--- src/hdl/fir_defines.svh ---
// FIR filter configuration
// widths, tap counts and pipeline depths shared by the datapath and the testbench

`ifndef FIR_DEFINES_SVH
`define FIR_DEFINES_SVH

// sample, coefficient and partial sum width
`define FIR_DATA_W 18

// filter length and unique coefficients after the symmetric fold
`define FIR_NUM_TAPS 28
`define FIR_NUM_UNIQ 14

// registered adder levels after the multiply
`define FIR_TREE_LEVELS 4

// taps plus fold, multiply and tree registers
`define FIR_VALID_DEPTH (`FIR_NUM_TAPS + 2 + `FIR_TREE_LEVELS)

`endif

--- src/hdl/fir_pkg.sv ---
// FIR filter package
// sample and coefficient types, and the symmetric coefficient table

`default_nettype none

`include "fir_defines.svh"

package fir_pkg;

	// signed sample, also used for every wrapped partial sum
	typedef logic signed [`FIR_DATA_W-1:0] sample_t;

	// signed constant coefficient
	typedef logic signed [`FIR_DATA_W-1:0] coeff_t;

	// first half of the impulse response, c[k] == c[27-k]
	localparam coeff_t FIR_COEFFS [`FIR_NUM_UNIQ] = '{
		18'sd88,
		18'sd0,
		-18'sd97,
		-18'sd197,
		-18'sd294,
		-18'sd380,
		-18'sd447,
		-18'sd490,
		-18'sd504,
		-18'sd481,
		-18'sd420,
		-18'sd319,
		-18'sd178,
		18'sd0
	};

endpackage

`default_nettype wire

--- src/hdl/fir_tap_delay_line.sv ---
// FIR tap delay line
// 28-stage sample shift register, cleared by reset and advanced on the clock enable

`timescale 1ns/1ns
`default_nettype none

`include "fir_defines.svh"

module fir_tap_delay_line
	import fir_pkg::*;
(
	input  wire     clk,
	input  wire     reset,
	input  wire     i_clk_ena,
	input  sample_t i_in,
	output sample_t o_taps [`FIR_NUM_TAPS]
);

	// ************************************************************
	// sample shift register
	// ************************************************************

	// tap 0 takes the new sample, tap j the one from j edges back
	always_ff @(posedge clk or posedge reset) begin
		if (reset) begin
			for (int j = 0; j < `FIR_NUM_TAPS; j++) begin
				o_taps[j] <= '0;
			end
		end else if (i_clk_ena) begin
			o_taps[0] <= i_in;
			for (int j = 1; j < `FIR_NUM_TAPS; j++) begin
				o_taps[j] <= o_taps[j-1];
			end
		end
	end

	// ************************************************************
	// checks
	// ************************************************************

	// a stalled edge leaves the whole window untouched
	for (genvar j = 0; j < `FIR_NUM_TAPS; j++) begin : g_hold_chk
		a_tap_hold : assert property (
			@(posedge clk) disable iff (reset)
			!i_clk_ena |=> $stable(o_taps[j])
		);
	end

endmodule

`default_nettype wire

--- src/hdl/fir_fold_multiply.sv ---
// FIR fold and multiply stage
// pre-adds symmetric tap pairs, then scales each pair sum by its constant coefficient

`timescale 1ns/1ns
`default_nettype none

`include "fir_defines.svh"

module fir_fold_multiply
	import fir_pkg::*;
(
	input  wire     clk,
	input  wire     i_clk_ena,
	input  sample_t i_taps [`FIR_NUM_TAPS],
	output sample_t o_products [`FIR_NUM_UNIQ]
);

	// pair sums, tap k plus tap 27-k
	sample_t fold_q [`FIR_NUM_UNIQ];

	// ************************************************************
	// symmetric pre-add
	// ************************************************************

	// sum wraps to 18 bits
	always_ff @(posedge clk) begin
		if (i_clk_ena) begin
			for (int k = 0; k < `FIR_NUM_UNIQ; k++) begin
				fold_q[k] <= i_taps[k] + i_taps[`FIR_NUM_TAPS-1-k];
			end
		end
	end

	// ************************************************************
	// coefficient multiply
	// ************************************************************

	// only the low 18 bits of each product are kept
	always_ff @(posedge clk) begin
		if (i_clk_ena) begin
			for (int k = 0; k < `FIR_NUM_UNIQ; k++) begin
				o_products[k] <= fold_q[k] * FIR_COEFFS[k];
			end
		end
	end

endmodule

`default_nettype wire

--- src/hdl/fir_adder_tree.sv ---
// FIR adder tree
// four registered levels reduce the 14 products to one wrapped output sample

`timescale 1ns/1ns
`default_nettype none

`include "fir_defines.svh"

module fir_adder_tree
	import fir_pkg::*;
(
	input  wire     clk,
	input  wire     i_clk_ena,
	input  sample_t i_products [`FIR_NUM_UNIQ],
	output sample_t o_sum
);

	localparam int L1_N = `FIR_NUM_UNIQ / 2;
	localparam int L2_N = (L1_N + 1) / 2;
	localparam int L3_N = L2_N / 2;

	sample_t lvl1_q [L1_N];
	sample_t lvl2_q [L2_N];
	sample_t lvl3_q [L3_N];

	// ************************************************************
	// level 1, pairs of products
	// ************************************************************

	always_ff @(posedge clk) begin
		if (i_clk_ena) begin
			for (int i = 0; i < L1_N; i++) begin
				lvl1_q[i] <= i_products[2*i] + i_products[2*i+1];
			end
		end
	end

	// ************************************************************
	// level 2, odd sum out passes through a register
	// ************************************************************

	always_ff @(posedge clk) begin
		if (i_clk_ena) begin
			for (int i = 0; i < L2_N - 1; i++) begin
				lvl2_q[i] <= lvl1_q[2*i] + lvl1_q[2*i+1];
			end
			// keeps the last partial sum aligned with the others
			lvl2_q[L2_N-1] <= lvl1_q[L1_N-1];
		end
	end

	// ************************************************************
	// levels 3 and 4
	// ************************************************************

	always_ff @(posedge clk) begin
		if (i_clk_ena) begin
			for (int i = 0; i < L3_N; i++) begin
				lvl3_q[i] <= lvl2_q[2*i] + lvl2_q[2*i+1];
			end
		end
	end

	// final wrapped sum
	always_ff @(posedge clk) begin
		if (i_clk_ena) begin
			o_sum <= lvl3_q[0] + lvl3_q[1];
		end
	end

endmodule

`default_nettype wire

--- src/hdl/fir_valid_delay.sv ---
// FIR valid delay
// shift register that lines up the input valid flag with the datapath latency

`timescale 1ns/1ns
`default_nettype none

`include "fir_defines.svh"

module fir_valid_delay
	import fir_pkg::*;
(
	input  wire  clk,
	input  wire  reset,
	input  wire  i_clk_ena,
	input  logic i_valid,
	output logic o_valid
);

	logic [`FIR_VALID_DEPTH-1:0] valid_q;

	// one stage per enabled edge
	always_ff @(posedge clk or posedge reset) begin
		if (reset) begin
			valid_q <= '0;
		end else if (i_clk_ena) begin
			valid_q <= {valid_q[`FIR_VALID_DEPTH-2:0], i_valid};
		end
	end

	assign o_valid = valid_q[`FIR_VALID_DEPTH-1];

	// last stage is fed from the one before it
	a_valid_shift : assert property (
		@(posedge clk) disable iff (reset)
		i_clk_ena |=> o_valid == $past(valid_q[`FIR_VALID_DEPTH-2])
	);

endmodule

`default_nettype wire

--- src/hdl/fir_top.sv ---
// 28-tap symmetric FIR filter
// tap delay line, fold and multiply, adder tree and valid alignment

`timescale 1ns/1ns
`default_nettype none

`include "fir_defines.svh"

module fir_top
	import fir_pkg::*;
(
	input  wire     clk,
	input  wire     reset,
	input  wire     i_clk_ena,
	input  logic    i_valid,
	input  sample_t i_in,
	output logic    o_valid,
	output sample_t o_out
);

	sample_t taps     [`FIR_NUM_TAPS];
	sample_t products [`FIR_NUM_UNIQ];

	// ************************************************************
	// datapath
	// ************************************************************

	fir_tap_delay_line tap_delay_line_inst (
		.clk       (clk),
		.reset     (reset),
		.i_clk_ena (i_clk_ena),
		.i_in      (i_in),
		.o_taps    (taps)
	);

	// 2 edges from taps to products
	fir_fold_multiply fold_multiply_inst (
		.clk        (clk),
		.i_clk_ena  (i_clk_ena),
		.i_taps     (taps),
		.o_products (products)
	);

	fir_adder_tree adder_tree_inst (
		.clk        (clk),
		.i_clk_ena  (i_clk_ena),
		.i_products (products),
		.o_sum      (o_out)
	);

	// ************************************************************
	// valid alignment
	// ************************************************************

	fir_valid_delay valid_delay_inst (
		.clk       (clk),
		.reset     (reset),
		.i_clk_ena (i_clk_ena),
		.i_valid   (i_valid),
		.o_valid   (o_valid)
	);

endmodule

`default_nettype wire

--- config.mk ---
export PLATFORM = sky130hd
export DESIGN_NAME = fir_top
export DESIGN_NICKNAME = d
export VERILOG_FILES = /design/src/hdl/fir_pkg.sv /design/src/hdl/fir_tap_delay_line.sv /design/src/hdl/fir_fold_multiply.sv /design/src/hdl/fir_adder_tree.sv /design/src/hdl/fir_valid_delay.sv /design/src/hdl/fir_top.sv
export VERILOG_INCLUDE_DIRS = /design/src /design/src/hdl
export SDC_FILE = /design/constraint.sdc
export NUM_CORES = 2
export LEC_CHECK = 0
export BUFFER_PORTS_ARGS = -buffer_cell sky130_fd_sc_hd__buf_2
export CORE_UTILIZATION = 40
export CTS_CLUSTER_DIAMETER = 60
export DETAILED_ROUTE_END_ITERATION = 10
export HOLD_SLACK_MARGIN = 0.06
export MAX_ROUTING_LAYER = met4
export PLACE_DENSITY_LB_ADDON = 0.08
export SLEW_MARGIN = 20
export SYNTH_ARGS = -nofsm -noshare
export SYNTH_HDL_FRONTEND = slang
export SYNTH_HIERARCHICAL = 1
export SYNTH_SLANG_ARGS = --single-unit
export TNS_END_PERCENT = 10
--- constraint.sdc ---
create_clock -name clk -period 22.3 [get_ports clk]
set_clock_uncertainty 0.05 [all_clocks]
set_input_delay 1.115 -clock clk [delete_from_list [all_inputs] [get_ports clk]]
set_output_delay 1.115 -clock clk [all_outputs]
set_load 0.02 [all_outputs]
==> results.py <==
metrics = {
    "global_route": {
        "grt_overflow": 0,
        "grt_antenna_before_repair": 11,
        "grt_use_met2_pct": 24.3,
        "top_usage_layer": "met1",
        "track_usage_pct": 17.4,
        "grtUsageMet3_pct": 2.39,
        "grt_max_degree": 173,
        "grt_pass1_wl_mm": 266,
        "grt_pass1_vias": 46700,
        "grt_util_met1_pct": 26.4,
    },
    "finish": {
        "drive_gt1_share_pct": 12.9,
        "n_fill_cell": 18400,
        "final_net_count": 8105,
        "layout_commonest_cell": "ha_1",
        "area_growth_pct": 10.5,
        "seq_area_um2": 33100,
        "final_cell_mix": "ha_1 (962), inv_1 (886), edfxtp_1 (658), dfrtp_1 (532), mux2_2 (502)",
        "multi_input_area_um2": 42100,
    },
    "clock_network": {
        "cts_tree": "built",
        "cts.sinks": 1190,
        "cts.path.max_buffers": 3,
        "postCtsHoldBufs": 0,
        "h-tree-depth": 4,
        "cts_made_buffers": 160,
        "root_buffer": "clkbuf_16",
        "clkLatencyLatePin_ns": 0.78,
        "clkTransAtPathRegs_ns": 0.06,
        "ctsResizeCount": 0,
        "cts_setup_buffers": 0,
    },
    "synthesis": {
        "netlist_area_um2": 79400,
        "synthCells": 6651,
        "yosysWarnings": 6,
        "syn_avg_cell_area_um2": 11.9,
    },
    "placement": {
        "io_buffers": 40,
        "place_congestion": 0.847,
        "hpwl_mm": 131,
    },
    "drt": {
        "dr.first_iter.drc_count": 2321,
        "wirelength_mm": 168,
        "vias": 47500,
        "avgViaCountPerCell": 4.96,
        "drc": 0,
        "drt_pass1_iterations": 5,
        "antenna_left": 0,
        "wl_per_cell_um": 17.5,
    },
    "setup_path": {
        "path_cells": "buf_12 > buf_12 > buf_4 > buf_12 > buf_4 > buf_4 > mux2_2",
        "cp.required_ns": 22.93,
        "r2r_cells": 17,
        "arrival_ns": 6.20,
        "crit_buf_inv": 6,
        "crit_family": "buffers and inverters",
        "start_kind": "input pin",
        "crit_type": "in -> reg",
        "worstPathMaxFanout": 172,
        "crit_slowest_cell": "buf_4",
        "worstSetupPathDepth": 7,
        "regToRegSetupSlack_ns": 17.26,
        "cp-end-kind": "flop",
        "slowest_delay_ns": 0.89,
    },
    "timing": {
        "timing.fmax_mhz": 180,
        "rsz0062_at_grt": "false",
        "hold_viol": 0,
        "finalSetupTns_ns": 0,
        "slew_headroom_pct": 20.4,
        "fin_crit_sh_pct": 25.0,
        "worst_pin_slew_ns": 1.19,
        "layout_min_cycle_time_ns": 5.57,
        "slew_violations": 0,
        "setup_viol": 0,
    },
    "die": {
        "initial_core_util_pct": 40.2,
        "row_count": 163,
        "ios": 41,
        "design.core.area_um2": 197000,
        "die_w_um": 448,
        "die_h_um": 448,
        "die_area_um2": 200000,
    },
    "outcome": {
        "status": "completed",
    },
    "job": {
        "drv_cap": 0,
    },
    "min_path": {
        "hold_path_class": "in -> async",
    },
}
==> flip-flops by register name, indices dropped and copies added (netlist names) <==
name / count
adder_tree_inst/lvl1_q: 126
adder_tree_inst/lvl2_q: 72
fold_multiply_inst/fold_q: 203
tap_delay_line_inst/o_taps: 498
adder_tree_inst/o_sum: 18
fold_multiply_inst/o_products: 203
adder_tree_inst/lvl3_q: 36
valid_delay_inst/valid_q: 34
==> worst paths after layout <==
kind                                                      start                                 end
worst max-delay path                                  i_clk_ena     tap_delay_line_inst/o_taps[205]
worst min-delay path                                      reset        valid_delay_inst/valid_q[17]
worst max register to register  fold_multiply_inst/fold_q[4][5]  fold_multiply_inst/o_products[179]
worst min register to register     adder_tree_inst/lvl1_q[6][3]        adder_tree_inst/lvl2_q[3][3]
max in group asynchronous                                 reset     tap_delay_line_inst/o_taps[257]
min in group clk                   adder_tree_inst/lvl1_q[6][3]        adder_tree_inst/lvl2_q[3][3]
==> routing by layer <==
layer | part of all wire (%) | routed length (µm)
met1 | 53 | 89600
met2 | 41 | 69500
met3 | 3.3 | 5490
met4 | 1.9 | 3210
met5 | 0 | 0
==> metrics by stage <==
stage | cells | area [µm²] | setup slack (ns) | hold slack [ns] | util, %
after CTS | 9560 | 87800 | 16.60 | 0.177 | 44.5
final | 9563 | 87800 | 16.73 | 0.240 | 44.5
after floorplan | 6699 | 79600 | 7.23 | 0.350 | -
after global routing | 9563 | 87800 | 16.32 | 0.208 | 44.5
after global placement | 9260 | 82200 | 15.80 | 0.355 | 41.6
after detailed placement | 9260 | 82200 | 15.72 | 0.355 | 41.6
==> layout make-up <==
class	count	area share, %
clock inverter	75	1.01
timing repair buffer	57	0.448
multi-input combinational	4486	47.9
tap	2640	3.76
antenna	3	0.00855
inverter	887	3.80
sequential	1190	37.7
clock buffer	225	5.35
Power is left out: the tool's default activity adds up to more than one toggle a clock period on the data nets, which glitch-free logic cannot reach.
